File: src/design/tlu_params.svh
////////////////////
// trigger controller register map
// addresses, reset values, version byte
// and output FIFO depth
////////////////////
`ifndef TLU_PARAMS_SVH
`define TLU_PARAMS_SVH

`define TLU_VERSION         8'd6

// address 0 reads the version, a write there is a soft reset
`define TLU_ADDR_RST        16'd0
`define TLU_ADDR_CONF       16'd1
`define TLU_ADDR_CNT0       16'd8   // counter byte 0, latches upper bytes on read
`define TLU_ADDR_CNT1       16'd9
`define TLU_ADDR_CNT2       16'd10
`define TLU_ADDR_CNT3       16'd11  // write loads the counter
`define TLU_ADDR_LOST       16'd12
`define TLU_ADDR_TRIG_SEL   16'd13
`define TLU_ADDR_VETO_SEL   16'd14
`define TLU_ADDR_TRIG_INV   16'd15
`define TLU_ADDR_MAX0       16'd16
`define TLU_ADDR_MAX1       16'd17
`define TLU_ADDR_MAX2       16'd18
`define TLU_ADDR_MAX3       16'd19
`define TLU_NUM_REGS        16'd20

`define TLU_VETO_SEL_RESET  8'hFF   // all vetoes active
`define TLU_FIFO_DEPTH      8

`endif

File: src/design/tlu_bus_pkg.sv
////////////////////
// register bus types
// address and data byte of the 8-bit
// configuration bus
////////////////////
package tlu_bus_pkg;

    // 16-bit bus address, only the low range is decoded
    typedef logic [15:0] bus_addr_t;

    typedef logic [7:0] bus_data_t;  // one register byte

endpackage

File: src/design/tlu_trigger_pkg.sv
////////////////////
// trigger path types
// input vectors, counters, FIFO word
// and trigger FSM states
////////////////////
package tlu_trigger_pkg;

    typedef logic [7:0] trig_vec_t;      // one bit per trigger or veto input

    // running trigger number and its limit
    typedef logic [31:0] trig_count_t;

    // bit 31 marks a trigger word, 30..0 low counter bits
    typedef logic [31:0] trigger_word_t;

    typedef logic [7:0] lost_count_t;    // saturates at 255

    typedef enum logic [1:0] {
        IDLE,
        ACCEPT,     // flag high, counter stepped
        WAIT_ACK,
        WRITE       // one word into the FIFO
    } trig_state_t;

endpackage

File: src/design/tlu_reg_decode.sv
////////////////////
// register bank of the trigger controller
// bus writes and registered readback,
// soft reset on address 0, counter load
// from shadow bytes, latched counter bytes
////////////////////
`include "tlu_params.svh"

module tlu_reg_decode (
    input  logic                        BUS_CLK,
    input  logic                        RST,
    input  tlu_bus_pkg::bus_addr_t      BUS_ADD,
    input  tlu_bus_pkg::bus_data_t      BUS_DATA_IN,
    input  logic                        BUS_RD,
    input  logic                        BUS_WR,
    output tlu_bus_pkg::bus_data_t      BUS_DATA_OUT,
    input  tlu_trigger_pkg::trig_count_t trig_count,
    input  tlu_trigger_pkg::lost_count_t lost_count,
    output tlu_trigger_pkg::trig_vec_t  trig_select,
    output tlu_trigger_pkg::trig_vec_t  trig_invert,
    output tlu_trigger_pkg::trig_vec_t  veto_select,
    output logic                        conf_enable,
    output tlu_trigger_pkg::trig_count_t count_max,
    output logic                        count_load,
    output tlu_trigger_pkg::trig_count_t count_load_value,
    output logic                        soft_rst
);

    logic                           soft_wr_ff;  // write to address 0 seen last cycle
    logic                           addr_valid;
    tlu_bus_pkg::bus_data_t         conf_reg;
    logic [23:0]                    cnt_shadow;  // bytes 2..0 of the next counter load
    tlu_trigger_pkg::trig_count_t   count_buf;

    assign addr_valid = BUS_ADD < `TLU_NUM_REGS;

    always_ff @(posedge BUS_CLK)
    begin
        if (RST)
            soft_wr_ff <= 1'b0;
        else
            soft_wr_ff <= BUS_WR && (BUS_ADD == `TLU_ADDR_RST);
    end

    // shared reset for every block of the controller
    assign soft_rst = RST | soft_wr_ff;

    assign conf_enable = conf_reg[3];  // other conf bits are spare

    always_ff @(posedge BUS_CLK)
    begin
        if (soft_rst)
        begin
            conf_reg    <= '0;
            cnt_shadow  <= '0;
            trig_select <= '0;
            veto_select <= `TLU_VETO_SEL_RESET;
            trig_invert <= '0;
            count_max   <= '0;
        end
        else if (BUS_WR && addr_valid)
        begin
            case (BUS_ADD)
                `TLU_ADDR_CONF:     conf_reg <= BUS_DATA_IN;
                `TLU_ADDR_CNT0:     cnt_shadow[7:0] <= BUS_DATA_IN;
                `TLU_ADDR_CNT1:     cnt_shadow[15:8] <= BUS_DATA_IN;
                `TLU_ADDR_CNT2:     cnt_shadow[23:16] <= BUS_DATA_IN;
                `TLU_ADDR_TRIG_SEL: trig_select <= BUS_DATA_IN;
                `TLU_ADDR_VETO_SEL: veto_select <= BUS_DATA_IN;
                `TLU_ADDR_TRIG_INV: trig_invert <= BUS_DATA_IN;
                `TLU_ADDR_MAX0:     count_max[7:0] <= BUS_DATA_IN;
                `TLU_ADDR_MAX1:     count_max[15:8] <= BUS_DATA_IN;
                `TLU_ADDR_MAX2:     count_max[23:16] <= BUS_DATA_IN;
                `TLU_ADDR_MAX3:     count_max[31:24] <= BUS_DATA_IN;
                default: ;  // read-only and unused addresses
            endcase
        end
    end

    // top byte comes straight from the bus
    always_ff @(posedge BUS_CLK)
    begin
        if (soft_rst)
            count_load <= 1'b0;
        else
            count_load <= BUS_WR && (BUS_ADD == `TLU_ADDR_CNT3);
    end

    always_ff @(posedge BUS_CLK)
    begin
        if (BUS_WR && (BUS_ADD == `TLU_ADDR_CNT3))
            count_load_value <= {BUS_DATA_IN, cnt_shadow};
    end

    // reading byte 0 freezes the rest so a 4-byte read is consistent
    always_ff @(posedge BUS_CLK)
    begin
        if (soft_rst)
            count_buf <= '0;
        else if (BUS_RD && (BUS_ADD == `TLU_ADDR_CNT0))
            count_buf <= trig_count;
    end

    always_ff @(posedge BUS_CLK)
    begin
        if (soft_rst)
            BUS_DATA_OUT <= '0;
        else if (BUS_RD)
        begin
            case (BUS_ADD)
                `TLU_ADDR_RST:      BUS_DATA_OUT <= `TLU_VERSION;
                `TLU_ADDR_CONF:     BUS_DATA_OUT <= conf_reg;
                `TLU_ADDR_CNT0:     BUS_DATA_OUT <= trig_count[7:0];  // live value
                `TLU_ADDR_CNT1:     BUS_DATA_OUT <= count_buf[15:8];
                `TLU_ADDR_CNT2:     BUS_DATA_OUT <= count_buf[23:16];
                `TLU_ADDR_CNT3:     BUS_DATA_OUT <= count_buf[31:24];
                `TLU_ADDR_LOST:     BUS_DATA_OUT <= lost_count;
                `TLU_ADDR_TRIG_SEL: BUS_DATA_OUT <= trig_select;
                `TLU_ADDR_VETO_SEL: BUS_DATA_OUT <= veto_select;
                `TLU_ADDR_TRIG_INV: BUS_DATA_OUT <= trig_invert;
                `TLU_ADDR_MAX0:     BUS_DATA_OUT <= count_max[7:0];
                `TLU_ADDR_MAX1:     BUS_DATA_OUT <= count_max[15:8];
                `TLU_ADDR_MAX2:     BUS_DATA_OUT <= count_max[23:16];
                `TLU_ADDR_MAX3:     BUS_DATA_OUT <= count_max[31:24];
                default:            BUS_DATA_OUT <= '0;
            endcase
        end
    end

endmodule

File: src/design/trigger_input_conditioner.sv
////////////////////
// trigger input conditioning
// invert, mask and OR of triggers and vetoes,
// three-stage synchronizers, rising edge flag
////////////////////
module trigger_input_conditioner (
    input  logic                        BUS_CLK,
    input  logic                        RST,
    input  logic                        soft_rst,
    input  tlu_trigger_pkg::trig_vec_t  TRIGGER,
    input  tlu_trigger_pkg::trig_vec_t  TRIGGER_VETO,
    input  tlu_trigger_pkg::trig_vec_t  trig_select,
    input  tlu_trigger_pkg::trig_vec_t  trig_invert,
    input  tlu_trigger_pkg::trig_vec_t  veto_select,
    output logic                        trig_edge,
    output logic                        veto
);

    logic       clr;
    logic       trig_or;
    logic       veto_or;
    logic [3:0] trig_sync;  // [2:0] synchronizer, [3] previous value
    logic [2:0] veto_sync;

    assign clr = RST | soft_rst;

    // inverted inputs let an active-low source idle quietly
    assign trig_or = |((TRIGGER ^ trig_invert) & trig_select);
    assign veto_or = |(TRIGGER_VETO & veto_select);

    always_ff @(posedge BUS_CLK)
    begin
        if (clr)
        begin
            trig_sync <= '0;
            veto_sync <= '0;
            trig_edge <= 1'b0;
        end
        else
        begin
            trig_sync <= {trig_sync[2:0], trig_or};
            veto_sync <= {veto_sync[1:0], veto_or};
            trig_edge <= trig_sync[2] & ~trig_sync[3];  // rising edge, 4 cycles after input
        end
    end

    assign veto = veto_sync[2];

endmodule

File: src/design/trigger_fsm.sv
////////////////////
// trigger acceptance FSM
// accepts an edge when enabled, not vetoed and
// below the limit, waits for the acknowledge,
// then writes one trigger word
////////////////////
module trigger_fsm (
    input  logic                            BUS_CLK,
    input  logic                            RST,
    input  logic                            soft_rst,
    input  logic                            trig_edge,
    input  logic                            veto,
    input  logic                            EXT_TRIGGER_ENABLE,
    input  logic                            conf_enable,
    input  logic                            TRIGGER_ACKNOWLEDGE,
    input  tlu_trigger_pkg::trig_count_t    count_max,
    input  logic                            count_load,
    input  tlu_trigger_pkg::trig_count_t    count_load_value,
    output logic                            TRIGGER_ACCEPTED_FLAG,
    output tlu_trigger_pkg::trig_count_t    trig_count,
    output logic                            wr_en,
    output tlu_trigger_pkg::trigger_word_t  wr_data
);

    tlu_trigger_pkg::trig_state_t   state;
    tlu_trigger_pkg::trig_state_t   state_next;
    tlu_trigger_pkg::trig_count_t   count_at_accept;  // value before the increment
    logic                           clr;
    logic                           trig_enabled;
    logic                           limit_reached;
    logic                           accept;

    assign clr = RST | soft_rst;
    assign trig_enabled = EXT_TRIGGER_ENABLE | conf_enable;

    // a zero maximum means no limit
    assign limit_reached = (count_max != '0) && (trig_count >= count_max);

    // edges outside IDLE are simply lost
    assign accept = (state == tlu_trigger_pkg::IDLE) && trig_edge && trig_enabled
                    && !veto && !limit_reached;

    always_comb
    begin
        state_next = state;
        case (state)
            tlu_trigger_pkg::IDLE:
                if (accept)
                    state_next = tlu_trigger_pkg::ACCEPT;
            tlu_trigger_pkg::ACCEPT:
                state_next = tlu_trigger_pkg::WAIT_ACK;
            tlu_trigger_pkg::WAIT_ACK:
                if (TRIGGER_ACKNOWLEDGE)
                    state_next = tlu_trigger_pkg::WRITE;
            tlu_trigger_pkg::WRITE:
                state_next = tlu_trigger_pkg::IDLE;
            default:
                state_next = tlu_trigger_pkg::IDLE;
        endcase
    end

    always_ff @(posedge BUS_CLK)
    begin
        if (clr)
            state <= tlu_trigger_pkg::IDLE;
        else
            state <= state_next;
    end

    // bus load wins over a trigger in the same cycle
    always_ff @(posedge BUS_CLK)
    begin
        if (clr)
            trig_count <= '0;
        else if (count_load)
            trig_count <= count_load_value;
        else if (accept)
            trig_count <= trig_count + 1'b1;
    end

    always_ff @(posedge BUS_CLK)
    begin
        if (accept)
            count_at_accept <= trig_count;
    end

    assign TRIGGER_ACCEPTED_FLAG = (state == tlu_trigger_pkg::ACCEPT);
    assign wr_en = (state == tlu_trigger_pkg::WRITE);
    assign wr_data = {1'b1, count_at_accept[30:0]};  // msb tags a trigger word

endmodule

File: src/design/trigger_data_fifo.sv
////////////////////
// output FIFO for trigger words
// first-word-fall-through, drops writes
// when full and counts them, saturating
////////////////////
`include "tlu_params.svh"

module trigger_data_fifo (
    input  logic                            BUS_CLK,
    input  logic                            RST,
    input  logic                            soft_rst,
    input  logic                            wr_en,
    input  tlu_trigger_pkg::trigger_word_t  wr_data,
    input  logic                            FIFO_READ,
    output logic                            FIFO_EMPTY,
    output tlu_trigger_pkg::trigger_word_t  FIFO_DATA,
    output tlu_trigger_pkg::lost_count_t    lost_count
);

    localparam int unsigned ADDR_W = $clog2(`TLU_FIFO_DEPTH);
    localparam int unsigned CNT_W = ADDR_W + 1;

    tlu_trigger_pkg::trigger_word_t mem [`TLU_FIFO_DEPTH];
    logic [ADDR_W-1:0]              wr_ptr;
    logic [ADDR_W-1:0]              rd_ptr;
    logic [CNT_W-1:0]               fill;
    logic                           clr;
    logic                           full;
    logic                           do_write;
    logic                           do_read;

    assign clr = RST | soft_rst;
    assign full = (fill == CNT_W'(`TLU_FIFO_DEPTH));
    assign FIFO_EMPTY = (fill == '0);
    assign do_write = wr_en && !full;
    assign do_read = FIFO_READ && !FIFO_EMPTY;  // pop on empty ignored

    assign FIFO_DATA = mem[rd_ptr];  // head word always on the output

    always_ff @(posedge BUS_CLK)
    begin
        if (do_write)
            mem[wr_ptr] <= wr_data;
    end

    // pointers wrap on their own, depth is a power of two
    always_ff @(posedge BUS_CLK)
    begin
        if (clr)
        begin
            wr_ptr <= '0;
            rd_ptr <= '0;
            fill   <= '0;
        end
        else
        begin
            if (do_write)
                wr_ptr <= wr_ptr + 1'b1;
            if (do_read)
                rd_ptr <= rd_ptr + 1'b1;
            case ({do_write, do_read})
                2'b10:   fill <= fill + 1'b1;
                2'b01:   fill <= fill - 1'b1;
                default: fill <= fill;
            endcase
        end
    end

    always_ff @(posedge BUS_CLK)
    begin
        if (clr)
            lost_count <= '0;
        else if (wr_en && full && (lost_count != '1))
            lost_count <= lost_count + 1'b1;
    end

endmodule

File: src/design/tlu_controller_core.sv
////////////////////
// trigger controller top level
// register decode, input conditioner,
// trigger FSM and output FIFO
////////////////////
module tlu_controller_core (
    input  logic                            BUS_CLK,
    input  logic                            RST,
    input  tlu_bus_pkg::bus_addr_t          BUS_ADD,
    input  tlu_bus_pkg::bus_data_t          BUS_DATA_IN,
    input  logic                            BUS_RD,
    input  logic                            BUS_WR,
    output tlu_bus_pkg::bus_data_t          BUS_DATA_OUT,
    input  tlu_trigger_pkg::trig_vec_t      TRIGGER,       // asynchronous levels
    input  tlu_trigger_pkg::trig_vec_t      TRIGGER_VETO,
    input  logic                            EXT_TRIGGER_ENABLE,
    input  logic                            TRIGGER_ACKNOWLEDGE,
    output logic                            TRIGGER_ACCEPTED_FLAG,
    input  logic                            FIFO_READ,
    output logic                            FIFO_EMPTY,
    output tlu_trigger_pkg::trigger_word_t  FIFO_DATA
);

    tlu_trigger_pkg::trig_vec_t     trig_select;
    tlu_trigger_pkg::trig_vec_t     trig_invert;
    tlu_trigger_pkg::trig_vec_t     veto_select;
    tlu_trigger_pkg::trig_count_t   count_max;
    tlu_trigger_pkg::trig_count_t   count_load_value;
    tlu_trigger_pkg::trig_count_t   trig_count;
    tlu_trigger_pkg::trigger_word_t wr_data;
    tlu_trigger_pkg::lost_count_t   lost_count;
    logic                           conf_enable;
    logic                           count_load;
    logic                           soft_rst;
    logic                           trig_edge;
    logic                           veto;
    logic                           wr_en;

    tlu_reg_decode reg_decode_i (
        .BUS_CLK(BUS_CLK), .RST(RST),
        .BUS_ADD(BUS_ADD), .BUS_DATA_IN(BUS_DATA_IN),
        .BUS_RD(BUS_RD), .BUS_WR(BUS_WR), .BUS_DATA_OUT(BUS_DATA_OUT),
        .trig_count(trig_count), .lost_count(lost_count),
        .trig_select(trig_select), .trig_invert(trig_invert),
        .veto_select(veto_select), .conf_enable(conf_enable),
        .count_max(count_max), .count_load(count_load),
        .count_load_value(count_load_value), .soft_rst(soft_rst)
    );

    trigger_input_conditioner input_conditioner_i (
        .BUS_CLK(BUS_CLK), .RST(RST), .soft_rst(soft_rst),
        .TRIGGER(TRIGGER), .TRIGGER_VETO(TRIGGER_VETO),
        .trig_select(trig_select), .trig_invert(trig_invert),
        .veto_select(veto_select),
        .trig_edge(trig_edge), .veto(veto)
    );

    trigger_fsm trigger_fsm_i (
        .BUS_CLK(BUS_CLK), .RST(RST), .soft_rst(soft_rst),
        .trig_edge(trig_edge), .veto(veto),
        .EXT_TRIGGER_ENABLE(EXT_TRIGGER_ENABLE), .conf_enable(conf_enable),
        .TRIGGER_ACKNOWLEDGE(TRIGGER_ACKNOWLEDGE),
        .count_max(count_max), .count_load(count_load),
        .count_load_value(count_load_value),
        .TRIGGER_ACCEPTED_FLAG(TRIGGER_ACCEPTED_FLAG),
        .trig_count(trig_count), .wr_en(wr_en), .wr_data(wr_data)
    );

    trigger_data_fifo data_fifo_i (
        .BUS_CLK(BUS_CLK), .RST(RST), .soft_rst(soft_rst),
        .wr_en(wr_en), .wr_data(wr_data),
        .FIFO_READ(FIFO_READ), .FIFO_EMPTY(FIFO_EMPTY),
        .FIFO_DATA(FIFO_DATA), .lost_count(lost_count)
    );

endmodule

File: config.mk
export PLATFORM = sky130hd
export DESIGN_NAME = tlu_controller_core
export DESIGN_NICKNAME = d
export VERILOG_FILES = /design/src/design/tlu_bus_pkg.sv /design/src/design/tlu_trigger_pkg.sv /design/src/design/tlu_reg_decode.sv /design/src/design/trigger_input_conditioner.sv /design/src/design/trigger_fsm.sv /design/src/design/trigger_data_fifo.sv /design/src/design/tlu_controller_core.sv
export VERILOG_INCLUDE_DIRS = /design/src /design/src/design
export SDC_FILE = /design/constraint.sdc
export NUM_CORES = 1
export LEC_CHECK = 0
export ABC_AREA = 0
export ABC_CLOCK_PERIOD_IN_PS = 4600
export BUFFER_PORTS_ARGS = -buffer_cell sky130_fd_sc_hd__buf_4
export CAP_MARGIN = 20
export CORE_MARGIN = 2
export CORE_UTILIZATION = 40
export CTS_CLUSTER_DIAMETER = 50
export DETAILED_ROUTE_END_ITERATION = 8
export GPL_ROUTABILITY_DRIVEN = 0
export PLACE_DENSITY_LB_ADDON = 0.15
export SLEW_MARGIN = 20
export SYNTH_ARGS = -nofsm -noshare
export SYNTH_HDL_FRONTEND = slang
export SYNTH_HIERARCHICAL = 1
export SYNTH_SLANG_ARGS = --single-unit
export TNS_END_PERCENT = 10
File: constraint.sdc
create_clock -name BUS_CLK -period 4.6 [get_ports BUS_CLK]
set_clock_uncertainty 0.2 [all_clocks]
set_input_delay 0.23 -clock BUS_CLK [delete_from_list [all_inputs] [get_ports BUS_CLK]]
set_output_delay 0.23 -clock BUS_CLK [all_outputs]
set_load 0.01 [all_outputs]
==> flow_summary.toml <==
[placement]
hpwl_um = 36280
portBuffers = 88
place_area_um2 = 22990
place_ws_ns = 1.238

[die]
die_height_um = 235.7
rows = 84
die_w_um = 235.7
num_io_pins = 89
start_util_pct = 40.63
dieArea_um2 = 55560
core_area_um2 = 52870

[yosys]
synth-main-ff-cell = "edfxtp_1"
postSynthAreaPerCell_um2 = 13.88
synthesis.nets = 1638
synth-async-reset-ratio_pct = 0
netlist_area_um2 = 21480
synth_edf_count = 319
synth_warnings = 6
yosysUniqueCellTypes = 82
ys_ff_latch = 504
synth-seq-area-share_pct = 61.84
syn_inst = 1547

[timing]
maxSlewHeadroom_pct = 24.57
worst-slew-pin-transition_ns = 1.132
setup_slack_ns = 1.100
fmax_ghz = 0.2858
finalSetupTns_ns = 0
setup_viol = 0
rsz0062_at_grt = "false"
drv_slew = 0
hold_viol_final = 0
hold-worst-slack_ns = 0.1277
fin_crit_ns = 3.500
fin_crit_sh_pct = 76.08

[layout]
drive_gt1_share_pct = 22.27
multi_input_area_um2 = 7744
mostFrequentLayoutCell = "edfxtp_1"
top_register = "data_fifo_i/mem"
fillers = 4672
nets = 1758
syn_to_final_growth_pct = 16.57
stdcell_area_um2 = 25040
largest_reg_flops = 256
layout_common_cells = "319 x edfxtp_1, 182 x dfxtp_1, 120 x buf_4"
regArea_um2 = 13290

[clock_network]
clk_pin_slew_ns = 0.06
cts_max_level = 2
cts.sinks = 504
cts_tree = "yes"
clk_latency_ns = 0.60
cts-resized-gates = 0
clock-root-buffer = "clkbuf_16"
cts_buffers = 56
cts_max_path_buffers = 3

[setup_path]
crit_cells = 9
crit_buf_inv = 1
worst_path_largest_cell_delay_ns = 0.66
crit_required_ns = 4.92
crit_path_end_kind = "flip-flop"
cp-start-kind = "flip-flop"
slowest_stage = "dfxtp_1"
crit_family = "compound AO/OA/AOI/OAI gates"
path_class = "reg -> reg"
worstPathMaxFanout = 10
path_cells = "inv_1 > ha_1 > nand2b_1 > a2111o_1 > a32oi_1 > a21oi_4 > nor3_4 > mux2_2 > a211oi_1"
arrival_ns = 3.82
rr_worst_depth = 9

[routing]
ant_nets = 0
drt_iter0_drc = 1096
drcViolationCount = 0
wl_um = 55280
detail_route.first_pass.iterations = 7
vias_per_cell = 5.584
vias = 13424
wire_per_inst_um = 23.00

[run]
drv_cap = 0

[global_route]
grt_pass1_wl_um = 83590
antenna_found_initial = 1
grt_pass1_vias = 13297
grt_max_degree = 89
grt_usage_pct = 19.86
grt_remaining_overflow = 0

[status]
status = "completed"

[worst_hold_path]
holdPathStages = 6
min_path_type = "in -> reg"

[power]
vdd_ir_drop_max_mv = 0.2704
power_mw = 9.306
powerDensity_nw_per_um2 = 371.7
p_leak_nw = 6.975
[worst reg2reg max path, stage by stage (launching register included)]
cell and delay, ns:
dfxtp_1 0.66, inv_1 0.10, ha_1 0.28, nand2b_1 0.16
a2111o_1 0.42, a32oi_1 0.36, a21oi_4 0.22, nor3_4 0.46
mux2_2 0.39, a211oi_1 0.19
[final cells by class]
| cell class | instances | area share [%] |
|---|---|---|
| well taps | 688 | 3.438 |
| clock inverters | 25 | 0.9045 |
| inverters | 46 | 0.6947 |
| diodes | 1 | 0.009995 |
| clock buffers | 81 | 6.427 |
| multi-input cells | 917 | 30.93 |
| repair buffers | 142 | 4.518 |
| flip-flops and latches | 504 | 53.08 |
[where the power goes]
group	internal, mW	total (mW)	switching, mW
clock	2.61	4.39	1.79
sequential	4.75	4.75	0.000206
combinational	0.0568	0.161	0.104
[synth_stat cells (all sizes together), types with 8 or more instances]
cell type / number / share of area [%]
nor4b: 10 / 0.52
mux2: 37 / 1.9
a21oi: 71 / 1.7
buf: 28 / 0.73
ha: 44 / 2.6
nand4: 17 / 0.50
a222oi: 11 / 0.51
mux2i: 86 / 4.0
xnor2: 24 / 0.98
nor4: 53 / 2.7
nand2: 119 / 2.1
nor2: 111 / 1.9
mux4: 71 / 7.4
a22oi: 21 / 0.73
o21ai: 39 / 0.91
and2: 10 / 0.29
nand3: 31 / 0.78
nor3: 24 / 0.82
dfxtp: 185 / 17
xor2: 16 / 0.65
and3: 12 / 0.35
and4: 11 / 0.45
clkbuf: 52 / 0.91
edfxtp: 319 / 45
nand2b: 8 / 0.23
inv: 45 / 0.79
[repair_timing]
item | CTS | global route
setup buffers | 0 | 0
hold buffers | 21 | 0
hold endpoints to repair | 120 | 0
endpoints found under the setup margin | 0 | 0
[metal layers]
layer,up-vias,wire length [µm],track usage (%)
met5,-,0,0
met3,86,2905,2.697
li1,6184,-,-
met4,0,1418,6.215
met1,6719,24850,27.80
met2,435,26110,32.12
[final timing paths]
| path | from | endpoint | slack, ns |
|---|---|---|---|
| max | trigger_fsm_i/trig_count[0] | trigger_fsm_i/trig_count[26] | 1.10 |
| min | BUS_ADD[15] | reg_decode_i/BUS_DATA_OUT[1] | 0.13 |
| max reg2reg | trigger_fsm_i/trig_count[0] | trigger_fsm_i/trig_count[26] | 1.10 |
| min reg2reg | reg_decode_i/cnt_shadow[2] | reg_decode_i/count_load_value[2] | 0.23 |
[metrics by stage]
step,utilization (%),std cells
4_1_cts,47.35,2403
2_1_floorplan,-,1547
3_5_place_dp,43.48,2276
3_3_place_gp,43.48,2276
6_report,47.36,2404
5_1_grt,47.35,2403
[cells by family after synthesis]
| group | share of synthesized area [%] |
|---|---|
| buffers and inverters | 2.447 |
| other | 0.01746 |
| adder cells (fa/ha/maj) | 2.563 |
| XOR/XNOR | 1.631 |
| AO/OA/AOI/OAI | 6.210 |
| AND/OR/NAND/NOR | 11.90 |
| multiplexers | 13.39 |
| flip-flops | 61.84 |
Note: power is estimated with default switching activity, not from simulation.
